$ cat src/rtl/lsu_pkg.sv
package lsu_pkg;

  // datapath widths
  localparam int xlen       = 64;
  localparam int inst_w     = 32;
  localparam int rd_addr_w  = 5;
  localparam int csr_addr_w = 12;
  localparam int byte_en_w  = xlen / 8;

  typedef logic [xlen-1:0]       reg_t;
  typedef logic [inst_w-1:0]     inst_t;
  typedef logic [rd_addr_w-1:0]  rd_addr_t;
  typedef logic [csr_addr_w-1:0] csr_addr_t;
  typedef logic [byte_en_w-1:0]  byte_en_t;

  // one-hot load codes, all zeros when not a load
  localparam int load_w   = 7;
  localparam int load_lb  = 0;
  localparam int load_lh  = 1;
  localparam int load_lw  = 2;
  localparam int load_ld  = 3;
  localparam int load_lbu = 4;
  localparam int load_lhu = 5;
  localparam int load_lwu = 6;

  typedef logic [load_w-1:0] load_t;

  // one-hot store codes
  localparam int save_w  = 4;
  localparam int save_sb = 0;
  localparam int save_sh = 1;
  localparam int save_sw = 2;
  localparam int save_sd = 3;

  typedef logic [save_w-1:0] save_t;

  // write-back source
  typedef logic [1:0] wb_sel_t;

  localparam wb_sel_t wb_sel_alu = 2'd0;
  localparam wb_sel_t wb_sel_mem = 2'd1;
  localparam wb_sel_t wb_sel_pc4 = 2'd2;

  // exception bits
  localparam int excp_w              = 2;
  localparam int excp_load_misalign  = 0;
  localparam int excp_store_misalign = 1;

  typedef logic [excp_w-1:0] excp_t;

  // data memory geometry, one 64-bit word per index
  localparam int dram_words    = 256;
  localparam int dram_addr_w   = $clog2(dram_words);
  localparam int dram_addr_lsb = $clog2(byte_en_w);

  typedef logic [dram_addr_w-1:0] dram_addr_t;

endpackage
$ cat src/rtl/wb_stage.sv
`timescale 1ns/1ps

module wb_stage (
  input  logic                clk,
  input  logic                rst,

  input  logic                mem_wb_valid,
  output logic                wb_allowin,
  input  logic                commit_ready,
  output logic                commit_valid,

  input  lsu_pkg::reg_t       pc_in,
  input  lsu_pkg::inst_t      inst_in,
  input  lsu_pkg::reg_t       alu_result,
  input  lsu_pkg::reg_t       mem_data,
  input  lsu_pkg::wb_sel_t    wb_sel,
  input  lsu_pkg::excp_t      excp_in,
  input  logic                csr_wr_ena_in,
  input  lsu_pkg::csr_addr_t  csr_wr_addr_in,
  input  logic                rd_w_ena_in,
  input  lsu_pkg::rd_addr_t   rd_w_addr_in,

  output lsu_pkg::reg_t       commit_pc,
  output lsu_pkg::inst_t      commit_inst,
  output lsu_pkg::excp_t      commit_excp,
  output logic                commit_rd_ena,
  output lsu_pkg::rd_addr_t   commit_rd_addr,
  output lsu_pkg::reg_t       commit_rd_data,
  output logic                commit_csr_ena,
  output lsu_pkg::csr_addr_t  commit_csr_addr
);

  import lsu_pkg::*;

  logic wb_valid;
  logic transfer;
  logic rd_ena_q;
  logic csr_ena_q;
  reg_t wb_value;

  assign wb_allowin   = !wb_valid || commit_ready;
  assign commit_valid = wb_valid;
  assign transfer     = mem_wb_valid && wb_allowin;

  always_ff @(posedge clk) begin
    if (rst) begin
      wb_valid <= 1'b0;
    end else if (wb_allowin) begin
      wb_valid <= mem_wb_valid;
    end
  end

  // destination value
  always_comb begin
    case (wb_sel)
      wb_sel_mem: wb_value = mem_data;
      wb_sel_pc4: wb_value = pc_in + reg_t'(4);
      default:    wb_value = alu_result;
    endcase
  end

  always_ff @(posedge clk) begin
    if (transfer) begin
      commit_pc       <= pc_in;
      commit_inst     <= inst_in;
      commit_excp     <= excp_in;
      commit_rd_data  <= wb_value;
      commit_rd_addr  <= rd_w_addr_in;
      commit_csr_addr <= csr_wr_addr_in;
      rd_ena_q        <= rd_w_ena_in;
      csr_ena_q       <= csr_wr_ena_in;
    end
  end

  // an excepting instruction writes nothing
  assign commit_rd_ena  = rd_ena_q && (commit_excp == '0);
  assign commit_csr_ena = csr_ena_q && (commit_excp == '0);

  a_commit_hold: assert property (@(posedge clk) disable iff (rst)
    commit_valid && !commit_ready |=>
      commit_valid && $stable(commit_pc) && $stable(commit_inst)
      && $stable(commit_excp) && $stable(commit_rd_data)
      && $stable(commit_rd_ena) && $stable(commit_rd_addr)
      && $stable(commit_csr_ena) && $stable(commit_csr_addr));

endmodule

$ cat config.mk
export PLATFORM = sky130hd
export DESIGN_NAME = wb_stage
export DESIGN_NICKNAME = d
export VERILOG_FILES = /design/src/rtl/lsu_pkg.sv /design/src/rtl/wb_stage.sv
export SDC_FILE = /design/constraint.sdc
export NUM_CORES = 1
export LEC_CHECK = 0
export BUFFER_PORTS_ARGS = -buffer_cell sky130_fd_sc_hd__buf_2
export CORE_AREA = 2 2 170 172
export CTS_BUF_LIST = sky130_fd_sc_hd__clkbuf_16
export CTS_CLUSTER_DIAMETER = 60
export CTS_CLUSTER_SIZE = 12
export DETAILED_ROUTE_END_ITERATION = 7
export DIE_AREA = 0 0 172 174
export SYNTH_ARGS = -nofsm -noshare
export SYNTH_HDL_FRONTEND = slang
export SYNTH_SLANG_ARGS = --single-unit
$ cat constraint.sdc
create_clock -name clk -period 11.9 [get_ports clk]
set_input_delay 2.38 -clock clk [delete_from_list [all_inputs] [get_ports clk]]
set_output_delay 2.38 -clock clk [all_outputs]
set_load 0.05 [all_outputs]
==> Word level (Yosys, flattened, before mapping) <==
Index checks and enable logic that the tools add are counted.
{ "classes": {"add_sub_neg": 1, "eq_ne": 2, "n_mux": 1, "reduce_logical": 6} }
{ "op_table": {"columns": ["op", "n"], "rows": [
  ["64-bit one-hot mux with 2 select lines", 1],
  ["64-bit by 3-bit adder with 64-bit output (second input constant)", 1],
  ["1-bit logical AND", 3],
  ["2-bit by 1-bit equality test with 1-bit output (second input constant)", 1],
  ["2-bit equality test (second input constant)", 1],
  ["2-bit zero test", 1],
  ["1-bit zero test", 1],
  ["1-bit logical OR", 1]
]} }
{ "totals": {"ff_bits": 182, "in_bits": 251} }

==> Longest topological paths before layout <==
{ "depth": {"ltp_word": 3, "ltp_mapped": 8} }

==> Worst setup path before layout <==
Ideal clock, no wire load.
{ "synth_timing": {"path_type": "input port to flip-flop", "start": "input commit_ready", "end": "register commit_csr_addr[0], enable pin", "setup_ps": 562, "arrival_time_ps": 7042, "required_time_ps": 11338, "slack_ps": 4295, "cell_stages": 2, "path_cell_list": "nand2b_1 > and2_1"} }
{ "synth_between": {"elab_chain_cells": 2} }
{ "synth_rtl": {"columns": ["item", "line", "source"], "rows": [
  ["start: declaration", "wb_stage.sv:9", "input logic commit_ready,"],
  ["1-bit logical OR", "wb_stage.sv:41", "assign wb_allowin = !wb_valid || commit_ready;"],
  ["1-bit logical AND", "wb_stage.sv:43", "assign transfer = mem_wb_valid && wb_allowin;"],
  ["named net transfer", "wb_stage.sv:36", "logic transfer;"],
  ["end signal: assignment", "wb_stage.sv:69", "commit_csr_addr <= csr_wr_addr_in;"],
  ["end: declaration", "wb_stage.sv:30", "output lsu_pkg::csr_addr_t commit_csr_addr"]
]} }
The timed path passes the listed nets, and every way through them passes these cells.
A chain may end at the register's enable or synchronous reset.

==> Final worst setup path <==
{ "layout_timing": {"start": "input pc_in[23]", "end": "register commit_rd_data[58], data pin"} }
{ "layout_between": {"elab_chain_cells": 2} }
{ "layout_rtl": {"columns": ["item", "line", "source"], "rows": [
  ["start: declaration", "wb_stage.sv:12", "input lsu_pkg::reg_t pc_in,"],
  ["64-bit by 3-bit adder with 64-bit output", "wb_stage.sv:57", "wb_sel_pc4: wb_value = pc_in + reg_t'(4);"],
  ["64-bit one-hot mux with 2 select lines", "wb_stage.sv:55", "case (wb_sel)"],
  ["named net wb_value[58]", "wb_stage.sv:39", "reg_t wb_value;"],
  ["end signal: assignment", "wb_stage.sv:67", "commit_rd_data <= wb_value;"],
  ["end: declaration", "wb_stage.sv:28", "output lsu_pkg::reg_t commit_rd_data,"]
]} }
The timed path passes the listed nets, and every way through them passes these cells.

==> summary.txt <==
Timing
  – Fin. Hold Viols: 0
  – Clock skew: 0.01387 ns
  – Worst hold margin: 0.5233 ns
  – Setup ws final: 6.630 ns
  – Worst-Margin Slew: 1.263 ns
  – Setup TNS Final: 0 ns
  – RSZ-0062 raised after global routing: no
  – Max Fclk: 0.1898 GHz
  – Final Max Tran Viols: 0
  – Tmin final: 5.270 ns
  – Final setup vio count: 0
  – Fin crit share: 0.4428
  – Worst slew margin: 0.1503

Final layout
  – Post-Layout Cell Count: 1,388
  – Register Area: 0.005455 mm²
  – Layout area overhead: 40.67%
  – Area occupied by multi-input gates: 0.002210 mm²
  – Final Net Count: 1,244
  – Final Cell Area: 0.01100 mm²
  – Filler cells: 2,814
  – Final Util: 0.3894
  – Commonest non-fill, non-tap cell in the layout: buf_2
  – Most frequent cells in the layout: 433 x buf_2, 181 x edfxtp_1, 57 x a22oi_1
  – Layout cells sized above 1: 0.4806

Routing
  – Met2 wire length: 13.69 mm
  – Via-to-Cell Ratio: 4.626
  – Routed vias: 6,421
  – Remaining DRCs: 0
  – Highest routed layer: met4
  – Initial drt markers: 504
  – Routed wl met3: 1.906 mm
  – DR WL/cell: 19.56 µm
  – Wl on met1: 11.09 mm
  – DRT Wirelength: 27.14 mm
  – Antenna Violating Nets Remaining: 0
  – Drt first pass iters: 6

Placed design
  – Number of port buffers: 433
  – Placed instance area: 0.01041 mm²
  – DP Worst Slack: 6.329 ns
  – RD Place Congestion: 0.8122
  – Hpwl dp: 21.03 mm
  – Post-Place Cells: 1,355

Power
  – Power after layout: 1.676 mW
  – Comb pwr share: 0.203
  – Leakage: 4.458 nW
  – Switching share of power: 0.3268
  – P_int: 1.128 mW
  – Flop pwr share: 0.460
  – Peak VDD IR: 0.07304 mV
  – Psw: 0.5477 mW
  – PD cells: 152.4 mW/mm²
  – Clk pwr share: 0.336

Clock network
  – Cts hold-fix bufs: 0
  – Worst skew pair latency: 0.44 ns
  – Clk buf depth: 2
  – Root buf cell: clkbuf_16
  – Post-CTS Repair Setup Buffers: 0
  – Total clock sinks: 182
  – Post-CTS sizing: 0
  – CTS tree: yes
  – CTS H-tree depth: 4
  – CTS Buf Count: 17
  – Clock transition at the registers of the reported paths: 0.08 ns

Hold path
  – Hold path cells: 2
  – Hold path start: commit_valid
  – Hold crit path type: flip-flop to flip-flop
  – Worst hold endpoint: commit_valid

Critical path
  – Cells on worst reg2reg path: 3
  – Worst setup SP type: input port
  – R2R Setup Slk: 9.53 ns
  – Critical Path AT: 5.42 ns
  – Slowest CP cell: nor4_1
  – Critical Path RT: 12.05 ns
  – Type of the worst setup path: input port to flip-flop
  – FF-to-FF Start: commit_valid
  – CP dominant cell by count: nor4_1
  – CP peak stage delay: 1.12 ns
  – RR Endpoint: commit_pc[3]
  – Crit. End Element: flip-flop
  – Cell family with most CP delay: simple AND/OR/NAND/NOR gates
  – Worst-path cell chain: buf_2 -> nand3_1 -> nor4_1 -> nand4_1 -> nor4_1 -> xnor2_1 -> o21ai_0
  – Bufs and invs on worst path: 1
  – Max FO, Critical Path: 10

Logic synthesis
  – Seq/Total Area, Yosys: 0.6979
  – Post-Synthesis Cells: 560
  – Mapped cell area: 0.007816 mm²
  – Syn Area/Cell: 13.96 µm²
  – Ys flop type: edfxtp_1
  – Syn nets: 814
  – Synth cell types: 34
  – #FFs+latches synth: 182
  – Synth Warn #: 0
  – Asr flop ratio synth: 0
  – Number of synthesized flops with an enable pin: 181

GRT
  – First-pass GRT wire length: 38.83 mm
  – GRT overflow: 0
  – GRT Overall Usage: 0.1767
  – Vias in the first global route: 6,391
  – Largest net degree at the start of global routing: 82
  – Initial antenna violation count: 1

Flow run
  – Max-cap violations: 0

Die
  – Die Height: 174 µm
  – Starting Density: 0.2768
  – Width of the die: 172 µm
  – DIE AREA: 0.02993 mm²
  – CORE AREA: 0.02824 mm²
  – Placement row count: 62
  – Ports: 434

Status
  – Status: completed
how the worst max path moves through the flow:
stage	endpoint	cells after the start	from	slack, ns
final	commit_rd_data[58]	7	pc_in[23]	6.63
after global placement	commit_rd_data[60]	7	pc_in[23]	6.40
after CTS	wb_allowin	3	commit_ready	6.67
after global routing	commit_rd_data[58]	7	pc_in[23]	6.51
after detailed placement	commit_rd_data[58]	7	pc_in[23]	6.33
after floorplan	commit_csr_addr[0]	2	commit_ready	4.30
registers in the layout (all words and copies together), names as in the netlist:
| signal | count |
|---|---|
| commit_valid | 1 |
| rd_ena_q | 1 |
| csr_ena_q | 1 |
| commit_rd_addr | 5 |
| commit_inst | 32 |
| commit_csr_addr | 12 |
| commit_pc | 64 |
| commit_excp | 2 |
| commit_rd_data | 64 |
layout make-up:
cell class	count	area share
multi-input cells	333	0.2010
inverters	19	0.006486
clock buffers	17	0.03869
repair buffers	437	0.1998
diodes	1	0.0002276
well taps	384	0.04370
flip-flops and latches	182	0.4961
clock inverters	15	0.01400
routing by layer:
layer,up-vias,track usage
met5,-,0
met4,0,0.04937
met3,22,0.03848
met2,287,0.3056
met1,3084,0.2213
li1,3028,-
worst register-to-register path: cells and delay by family, from the launching register on:
kind                   cells  cell delay [ns]
buffers and inverters      1             0.93
flip-flops                 1             0.31
AND/OR/NAND/NOR            2             0.68
cells by family after synthesis:
logic type | Yosys count | share of synthesized area
AOI/OAI and AO/OA | 128 | 0.1036
buffers and inverters | 45 | 0.02257
DFF | 182 | 0.6979
xor gates and xnor gates | 60 | 0.06723
and+or+nand+nor | 142 | 0.1039
adders and majority gates | 3 | 0.004803
cell usage after synthesis (2+ instances only):
library cell / count / area [µm²]
buf_1: 2 / 7.510
nor4_1: 9 / 56.30
nand2_1: 32 / 120.1
xnor2_1: 42 / 367.9
and3_1: 8 / 50.05
clkbuf_1: 23 / 86.33
nor3b_1: 2 / 15.01
and2_1: 5 / 31.28
o21ai_0: 53 / 265.3
xor2_1: 18 / 157.7
a221oi_1: 6 / 52.55
and4_1: 4 / 35.03
o21ai_1: 4 / 20.02
inv_1: 19 / 71.32
nor2_1: 15 / 56.30
nor2b_1: 2 / 12.51
nand4_1: 15 / 93.84
ha_1: 3 / 37.54
nor3_1: 14 / 70.07
nand2b_1: 2 / 12.51
nand3_1: 24 / 120.1
a22oi_1: 57 / 427.9
a21oi_1: 7 / 35.03
nor4_4: 3 / 63.81
and4bb_2: 2 / 25.02
edfxtp_1: 181 / 5435
power by group through the flow:
stage | logic [mW] | clock network [mW] | registers, mW
after global routing | 0.361 | 0.603 | 0.776
after floorplan | 0.0633 | 0 | 0.946
after global placement | 0.341 | 0 | 0.785
final | 0.341 | 0.564 | 0.771
after detailed placement | 0.344 | 0 | 0.786
after CTS | 0.345 | 0.581 | 0.772
(Power assumes the default switching activity.)
