<file path="config.mk">
export PLATFORM = sky130hd
export DESIGN_NAME = mem_stage
export DESIGN_NICKNAME = d
export VERILOG_FILES = /design/src/rtl/lsu_pkg.sv /design/src/rtl/mem_stage.sv
export SDC_FILE = /design/constraint.sdc
export NUM_CORES = 1
export LEC_CHECK = 0
export ABC_CLOCK_PERIOD_IN_PS = 15800
export BUFFER_PORTS_ARGS = -buffer_cell sky130_fd_sc_hd__buf_2
export CAP_MARGIN = 20
export CORE_AREA = 2 2 252 254
export CTS_BUF_LIST = sky130_fd_sc_hd__clkbuf_4
export CTS_CLUSTER_SIZE = 28
export DETAILED_ROUTE_END_ITERATION = 12
export DIE_AREA = 0 0 254 256
export PLACE_DENSITY = 0.49
export RECOVER_POWER = 25
export SLEW_MARGIN = 0
export SYNTH_ARGS = -nofsm -noshare
export SYNTH_HDL_FRONTEND = slang
export SYNTH_SLANG_ARGS = --single-unit
</file>
<file path="constraint.sdc">
create_clock -name clk -period 15.8 [get_ports clk]
set_input_delay 3.16 -clock clk [delete_from_list [all_inputs] [get_ports clk]]
set_output_delay 3.16 -clock clk [all_outputs]
set_load 0.01 [all_outputs]
</file>
<file path="src/rtl/lsu_pkg.sv">
package lsu_pkg;

  // datapath widths
  localparam int xlen       = 64;
  localparam int inst_w     = 32;
  localparam int rd_addr_w  = 5;
  localparam int csr_addr_w = 12;
  localparam int byte_en_w  = xlen / 8;

  typedef logic [xlen-1:0]       reg_t;
  typedef logic [inst_w-1:0]     inst_t;
  typedef logic [rd_addr_w-1:0]  rd_addr_t;
  typedef logic [csr_addr_w-1:0] csr_addr_t;
  typedef logic [byte_en_w-1:0]  byte_en_t;

  // one-hot load codes, all zeros when not a load
  localparam int load_w   = 7;
  localparam int load_lb  = 0;
  localparam int load_lh  = 1;
  localparam int load_lw  = 2;
  localparam int load_ld  = 3;
  localparam int load_lbu = 4;
  localparam int load_lhu = 5;
  localparam int load_lwu = 6;

  typedef logic [load_w-1:0] load_t;

  // one-hot store codes
  localparam int save_w  = 4;
  localparam int save_sb = 0;
  localparam int save_sh = 1;
  localparam int save_sw = 2;
  localparam int save_sd = 3;

  typedef logic [save_w-1:0] save_t;

  // write-back source
  typedef logic [1:0] wb_sel_t;

  localparam wb_sel_t wb_sel_alu = 2'd0;
  localparam wb_sel_t wb_sel_mem = 2'd1;
  localparam wb_sel_t wb_sel_pc4 = 2'd2;

  // exception bits
  localparam int excp_w              = 2;
  localparam int excp_load_misalign  = 0;
  localparam int excp_store_misalign = 1;

  typedef logic [excp_w-1:0] excp_t;

  // data memory geometry, one 64-bit word per index
  localparam int dram_words    = 256;
  localparam int dram_addr_w   = $clog2(dram_words);
  localparam int dram_addr_lsb = $clog2(byte_en_w);

  typedef logic [dram_addr_w-1:0] dram_addr_t;

endpackage
</file>
<file path="src/rtl/mem_stage.sv">
`timescale 1ns/1ps

module mem_stage (
  input  logic                clk,
  input  logic                rst,

  input  logic                ex_mem_valid,
  output logic                mem_allowin,
  input  logic                wb_allowin,
  output logic                mem_wb_valid,

  input  lsu_pkg::reg_t       pc_in,
  input  lsu_pkg::inst_t      inst_in,
  input  lsu_pkg::reg_t       alu_result_in,
  input  lsu_pkg::reg_t       reg_src,
  input  lsu_pkg::load_t      load_info,
  input  lsu_pkg::save_t      save_info,
  input  lsu_pkg::wb_sel_t    wb_sel_in,
  input  logic                csr_wr_ena_in,
  input  lsu_pkg::csr_addr_t  csr_wr_addr_in,
  input  logic                rd_w_ena_in,
  input  lsu_pkg::rd_addr_t   rd_w_addr_in,

  // data memory side
  input  lsu_pkg::reg_t       ram_rd_data,
  output lsu_pkg::byte_en_t   byte_enable,
  output lsu_pkg::reg_t       ram_wr_data,

  output lsu_pkg::reg_t       pc_out,
  output lsu_pkg::inst_t      inst_out,
  output lsu_pkg::reg_t       alu_result_out,
  output lsu_pkg::reg_t       mem_data,
  output lsu_pkg::wb_sel_t    wb_sel_out,
  output lsu_pkg::excp_t      mem_excp,
  output logic                csr_wr_ena_out,
  output lsu_pkg::csr_addr_t  csr_wr_addr_out,
  output logic                rd_w_ena_out,
  output lsu_pkg::rd_addr_t   rd_w_addr_out
);

  import lsu_pkg::*;

  logic     mem_valid;
  logic     accept;
  logic     is_load;
  logic     is_store;
  logic     acc_half;
  logic     acc_word;
  logic     acc_dword;
  logic     misalign;
  logic [2:0] offset;
  byte_en_t size_mask;
  byte_en_t lane_mask;
  reg_t     mem_part;
  reg_t     load_ext;
  excp_t    excp_d;

  // valid/allowin, the stage never stalls on its own
  assign mem_allowin  = !mem_valid || wb_allowin;
  assign mem_wb_valid = mem_valid;
  assign accept       = ex_mem_valid && mem_allowin;

  always_ff @(posedge clk) begin
    if (rst) begin
      mem_valid <= 1'b0;
    end else if (mem_allowin) begin
      mem_valid <= ex_mem_valid;
    end
  end

  assign offset   = alu_result_in[2:0];
  assign is_load  = |load_info;
  assign is_store = |save_info;

  // access size
  assign acc_half  = load_info[load_lh] | load_info[load_lhu] | save_info[save_sh];
  assign acc_word  = load_info[load_lw] | load_info[load_lwu] | save_info[save_sw];
  assign acc_dword = load_info[load_ld] | save_info[save_sd];

  assign misalign = (acc_half & offset[0])
                  | (acc_word & (|offset[1:0]))
                  | (acc_dword & (|offset));

  always_comb begin
    excp_d = '0;
    excp_d[excp_load_misalign]  = is_load & misalign;
    excp_d[excp_store_misalign] = is_store & misalign;
  end

  // store lanes
  always_comb begin
    case (1'b1)
      save_info[save_sb]: size_mask = 8'h01;
      save_info[save_sh]: size_mask = 8'h03;
      save_info[save_sw]: size_mask = 8'h0f;
      save_info[save_sd]: size_mask = 8'hff;
      default:            size_mask = 8'h00;
    endcase
  end

  assign lane_mask   = size_mask << offset;
  assign ram_wr_data = reg_src << {offset, 3'b000};

  // only an accepted, aligned store writes
  assign byte_enable = (accept && !misalign) ? lane_mask : '0;

  // load extension
  assign mem_part = ram_rd_data >> {offset, 3'b000};

  always_comb begin
    case (1'b1)
      load_info[load_lb]:  load_ext = {{(xlen-8){mem_part[7]}}, mem_part[7:0]};
      load_info[load_lh]:  load_ext = {{(xlen-16){mem_part[15]}}, mem_part[15:0]};
      load_info[load_lw]:  load_ext = {{(xlen-32){mem_part[31]}}, mem_part[31:0]};
      load_info[load_ld]:  load_ext = mem_part;
      load_info[load_lbu]: load_ext = {{(xlen-8){1'b0}}, mem_part[7:0]};
      load_info[load_lhu]: load_ext = {{(xlen-16){1'b0}}, mem_part[15:0]};
      load_info[load_lwu]: load_ext = {{(xlen-32){1'b0}}, mem_part[31:0]};
      default:             load_ext = '0;
    endcase
  end

  // payload, captured at accept
  always_ff @(posedge clk) begin
    if (accept) begin
      pc_out          <= pc_in;
      inst_out        <= inst_in;
      alu_result_out  <= alu_result_in;
      mem_data        <= load_ext;
      wb_sel_out      <= wb_sel_in;
      mem_excp        <= excp_d;
      csr_wr_ena_out  <= csr_wr_ena_in;
      csr_wr_addr_out <= csr_wr_addr_in;
      rd_w_ena_out    <= rd_w_ena_in;
      rd_w_addr_out   <= rd_w_addr_in;
    end
  end

  a_load_onehot: assert property (@(posedge clk) disable iff (rst)
    ex_mem_valid |-> $onehot0(load_info));

  a_save_onehot: assert property (@(posedge clk) disable iff (rst)
    ex_mem_valid |-> $onehot0(save_info));

  a_load_xor_save: assert property (@(posedge clk) disable iff (rst)
    ex_mem_valid |-> !(is_load && is_store));

  a_no_write_idle: assert property (@(posedge clk) disable iff (rst)
    !ex_mem_valid |-> (byte_enable == '0));

endmodule

</file>
; ---- Yosys cells after proc, flatten, opt, wreduce, memory -nomap -nowiden
; Cells that the tools add are included.
[word_totals]
reg_bits = 248
inputBits = 324
output_inout_bits = 321
word_cells = 47
[op_classes]
shifts = 3
mux = 12
n_bitwise = 12
n_reduce_logical = 9
[op_table]
columns = cell, count
row1 = 64-bit 2-to-1 mux, 4
row2 = 32-bit 2-to-1 mux, 3
row3 = 64-bit by 6-bit << shifter with 64-bit output, 1
row4 = 64-bit by 6-bit >> shifter with 64-bit output, 1
row5 = 8-bit 2-to-1 mux, 5
row6 = 8-bit by 3-bit << shifter with 8-bit output, 1
row7 = 1-bit OR, 7
row8 = 7-bit OR reduction, 1
row9 = 1-bit bitwise AND, 5
row10 = 4-bit OR reduction, 1
row11 = 3-bit OR reduction, 1
row12 = 1-bit logical AND, 2
row13 = 1-bit zero test, 2
row14 = 2-bit OR reduction, 1
row15 = 1-bit logical OR, 1

; ---- Depth between registers and ports, before layout
[depth]
depth_word = 8
depth_mapped = 9
depth_no_buf = 5

; ---- Worst setup path before layout
; No wires, ideal clock.
[synth_timing]
path_kind = input port to output port
start = in wb_allowin
end = out byte_enable[4]
t_arrival_ps = 9297
t_required_ps = 12640
path_slack_ps = 3343
stages = 5
n_path_buf = 0
cell_sequence = nand2b_1 nand2_1 inv_1 nand2_1 a21oi_1
[synth_via]
elab_chain_len = 4
[synth_lines]
columns = item, line_no
row1 = start: declaration, mem_stage.sv:9  ; input logic wb_allowin,
row2 = 1-bit logical OR, mem_stage.sv:59  ; assign mem_allowin = !mem_valid || wb_allowin;
row3 = 1-bit logical AND, mem_stage.sv:61  ; assign accept = ex_mem_valid && mem_allowin;
row4 = net accept, mem_stage.sv:44  ; logic accept;
row5 = 1-bit logical AND, mem_stage.sv:105  ; assign byte_enable = (accept && !misalign) ? lane_mask : '0;
row6 = 8-bit 2-to-1 mux, mem_stage.sv:105
row7 = end: declaration, mem_stage.sv:26  ; output lsu_pkg::byte_en_t byte_enable,
; The timed path passes the listed nets, and every way through them passes these cells.

; ---- Worst setup path in the final report
[layout_timing]
start = in alu_result_in[0]
end = out byte_enable[1]
[layout_via]
elab_chain_len = 7
word_cells_on_any_way = 11
cone_classes = 1 x shift / 1 x mux / 5 x bitwise / 4 x reduce/logical
[layout_lines]
columns = item, line_no
row1 = start: declaration, mem_stage.sv:14  ; input lsu_pkg::reg_t alu_result_in,
row2 = 2-bit OR reduction, mem_stage.sv:81  ; | (acc_word & (|offset[1:0]))
row3 = 1-bit bitwise AND, mem_stage.sv:81
row4 = 1-bit OR, mem_stage.sv:81
row5 = 1-bit OR, mem_stage.sv:82  ; | (acc_dword & (|offset));
row6 = 1-bit zero test, mem_stage.sv:105
row7 = 1-bit logical AND, mem_stage.sv:105
row8 = 8-bit 2-to-1 mux *, mem_stage.sv:105
; Every way passes the cells marked *; elsewhere a longest branch is shown, timed or not.

==> reports/qor.log <==
[critical_path] Arr. time, crit path 7.48 ns
[global_routing] antenna violations before repair 40
[floorplanning] die height 256 um
[logic_synthesis] Async SR Flop Fraction 0
[clocking] Num Clock Sinks 248
[drt] drt wl/cell 23.08 um
[sta] worst hold margin 0.5159 ns
[clocking] clock-pin slew of the registers on the worst-case setup and hold paths 0.06 ns
[global_routing] pin count of the biggest net entering global routing 107
[power] sequential cell fraction of total power 0.460
[critical_path] required arrival time at the worst endpoint 12.64 ns
[floorplanning] area of the core 62390 um^2
[floorplanning] area enclosed by the die boundary 65020 um^2
[logic_synthesis] mean post-synth cell area 13.67 um^2
[place] GPL Wtd Cong 0.8951
[drt] violation count after the first detailed-route iteration 541
[sta] crit path time final 10.64 ns
[power] Cell Pwr Density 101.8 nW/um^2
[place] quantity of I/O buffers inserted on ports 644
[critical_path] crit path kind primary input to output port
[clocking] setup repair bufs after CTS 0
[critical_path] CP max FO 37
[clocking] hold buffer count at CTS 0
[logic_synthesis] distinct cell type count after synthesis 50
[clocking] TritonCTS clock tree done
[critical_path] CP delay by family, top buffers and inverters
[logic_synthesis] ys flop type sky130_fd_sc_hd__edfxtp_1
[clocking] clock root buffer sky130_fd_sc_hd__clkbuf_4
[sta] post-route setup slack 5.164 ns
[critical_path] Worst setup EP type output port
[critical_path] maximum cell stage delay along the critical path 1.68 ns
[floorplanning] row count 92
[power] static leakage 7.211 nW
[power] reported net switching power 0.4797 mW
[critical_path] Critical Path Slowest Stage Cell sky130_fd_sc_hd__clkbuf_1
[clocking] number of buffers on the longest clock path 3
[logic_synthesis] synthesized net count 1199
[sta] Worst Tran Pin Value 2.766 ns
[drt] total routed wire length on the met1 layer 18940 um
[power] Switching Share 0.2787
[drt] remaining antenna violation count 0
[place] detailed placement HPWL 44740 um
[worst_hold_path] HP Class register to register
[finish] final standard cell count with taps included and fillers excluded 2438
[finish] finished layout cell area 16900 um^2
[sta] clk_skew 0.05243 ns
[finish] final-stage net count 1858
[sta] endpoints failing hold 0
[global_routing] GRT Overall Usage 0.1657
[place] post-placement setup slack 6.682 ns
[drt] # DRC 0
[clocking] Gates resized, CTS repair 0
[sta] number of slew-limit violations in the final report 89
[place] cell total after placement 2309
[critical_path] cells along the critical path clkbuf_1, inv_1, nand2_1, a211o_1, nor4_1, buf_2
[sta] fraction of the cycle the final worst path needs 0.6731
[global_routing] first-pass GRT wire length 77170 um
[logic_synthesis] number of flops mapped to enable cells by yosys 247
[global_routing] vias in the first global route 10890
[drt] Vias/cell 4.354
[sta] setup violation total in the final timing report 0
[critical_path] type of origin of the critical path primary input
[outcome] outcome finished, violations left
[finish] most frequent cells in the layout 636 x sky130_fd_sc_hd__buf_2, 247 x sky130_fd_sc_hd__edfxtp_1, 97 x sky130_fd_sc_hd__mux2i_1
[drt] detailed-router iteration count before antenna repair 5
[drt] routed length on met2 29390 um
[logic_synthesis] count of warnings emitted by yosys 0
[finish] layout cells sized above 1 0.5346
[drt] vias 10620
[place] Post-Place Cell Area 15990 um^2
[power] Worst IR Drop VDD 0.02738 mV
[logic_synthesis] number of storage elements in the synthesis netlist 248
[critical_path] buffers plus inverters on the worst setup path 3
[finish] leading cell type in the layout, fill and taps excluded sky130_fd_sc_hd__buf_2
[sta] post-route setup TNS 0 ns
[power] Clk network pwr share 0.355
[drt] met3 wirelength from detailed routing 5808 um
[sta] timing-limited maximum frequency 94.02 MHz
[power] proportion of power drawn by combinational gates 0.186
[outcome] violated checks capacitance limit, slew limit
[clocking] htree depth 3
[floorplanning] initial core utilization 0.1918
[global_routing] global route total overflow 0
[logic_synthesis] count of mapped cells out of synthesis 875
[drt] Max Used Layer met5
[drt] WL final 56280 um
[finish] area delta synth->final 41.27%
[power] total power draw 1.721 mW
[floorplanning] horizontal extent of the die 254 um
[job] count of max-cap constraint violations 2
[sta] worst slew margin relative to its limit -0.8443
[floorplanning] I/O pin cnt 645
[power] internal power 1.242 mW
[clocking] CTS buffer count 69
[logic_synthesis] post-synthesis instance area 11960 um^2
[logic_synthesis] part of the Yosys area used for sequential elements 0.6216
[finish] final core area utilization 0.2709
[sta] unrepaired setup endpoints after global routing false
[clocking] clk_lat worst skew 0.72 ns
synthesized netlist by cell type (all sizes together), types with 3 or more instances:
cell type  number  area (um^2)
nor3            3        15.01
nor4            4        31.28
nor2           69        259.0
a22oi           9        72.57
and2            6        37.54
o22ai          17        106.4
edfxtp        247         7417
inv             7        26.27
mux2           25        281.5
and3            8        50.05
nand2b          6        37.54
o21ai          93        536.8
buf            45        309.1
mux4           28        630.6
clkbuf         26        98.84
o211ai          6        45.04
a21oi          75        375.4
mux2i          97        970.9
or2             3        18.77
nand3           3        15.01
nand2          45        171.4
a211oi         13        97.59
nor2b          10        62.56
a211o           7        61.31
a2bb2oi         6        52.55
state kept, by name, summed over array words and instances, names as in the netlist:
register and flops:
pc_out 64, alu_result_out 64, rd_w_addr_out 5, rd_w_ena_out 1
wb_sel_out 2, inst_out 32, csr_wr_addr_out 12, mem_data 64
csr_wr_ena_out 1, mem_excp 2, mem_wb_valid 1
worst register-to-register path: stages, from the launching register on:
cell	delay, ns
sky130_fd_sc_hd__dfxtp_1	0.30
sky130_fd_sc_hd__nand2b_1	0.10
sky130_fd_sc_hd__nand2_1	0.21
sky130_fd_sc_hd__inv_8	0.55
sky130_fd_sc_hd__buf_4	0.93
sky130_fd_sc_hd__buf_4	1.00
power by group through the flow:
stage	combinational [mW]	clock [mW]	sequential [mW]
after global placement	0.324	0	0.805
after global routing	0.348	0.669	0.795
after floorplan	0.132	0	0.838
final	0.320	0.610	0.791
after CTS	0.327	0.638	0.792
after detailed placement	0.326	0	0.806
area by class of cell:
class	count	area, um^2
Sequential cell	248	7437
Inverter	7	33.78
Tap cell	846	1059
Multi-Input combinational cell	549	4095
Clock inverter	21	195.2
Clock buffer	93	698.2
Antenna cell	15	37.54
Fill cell	6666	45490
Timing Repair Buffer	659	3346
path summary, 6_finish.rpt:
check	startpoint	to	slack [ns]	cells after the start
min	mem_wb_valid	mem_wb_valid	0.52	2
max	alu_result_in[0]	byte_enable[1]	5.16	6
min reg2reg	mem_wb_valid	mem_wb_valid	0.52	2
max reg2reg	mem_wb_valid	inst_out[8]	12.26	5
metal layers:
layer / global-route usage / vias up
met5: 0 / -
li1: - / 4766
met2: 0.3103 / 614
met4: 0.06650 / 22
met1: 0.1598 / 5085
met3: 0.06549 / 128
cell families after synthesis:
kind of cell / after synthesis / synth area share
DFF: 248 / 0.6216
buffers and inverters: 78 / 0.03629
AOI/OAI and AO/OA: 235 / 0.1206
muxes: 150 / 0.1574
and+or+nand+nor: 164 / 0.06411
Power figures use the tool's default switching activity.
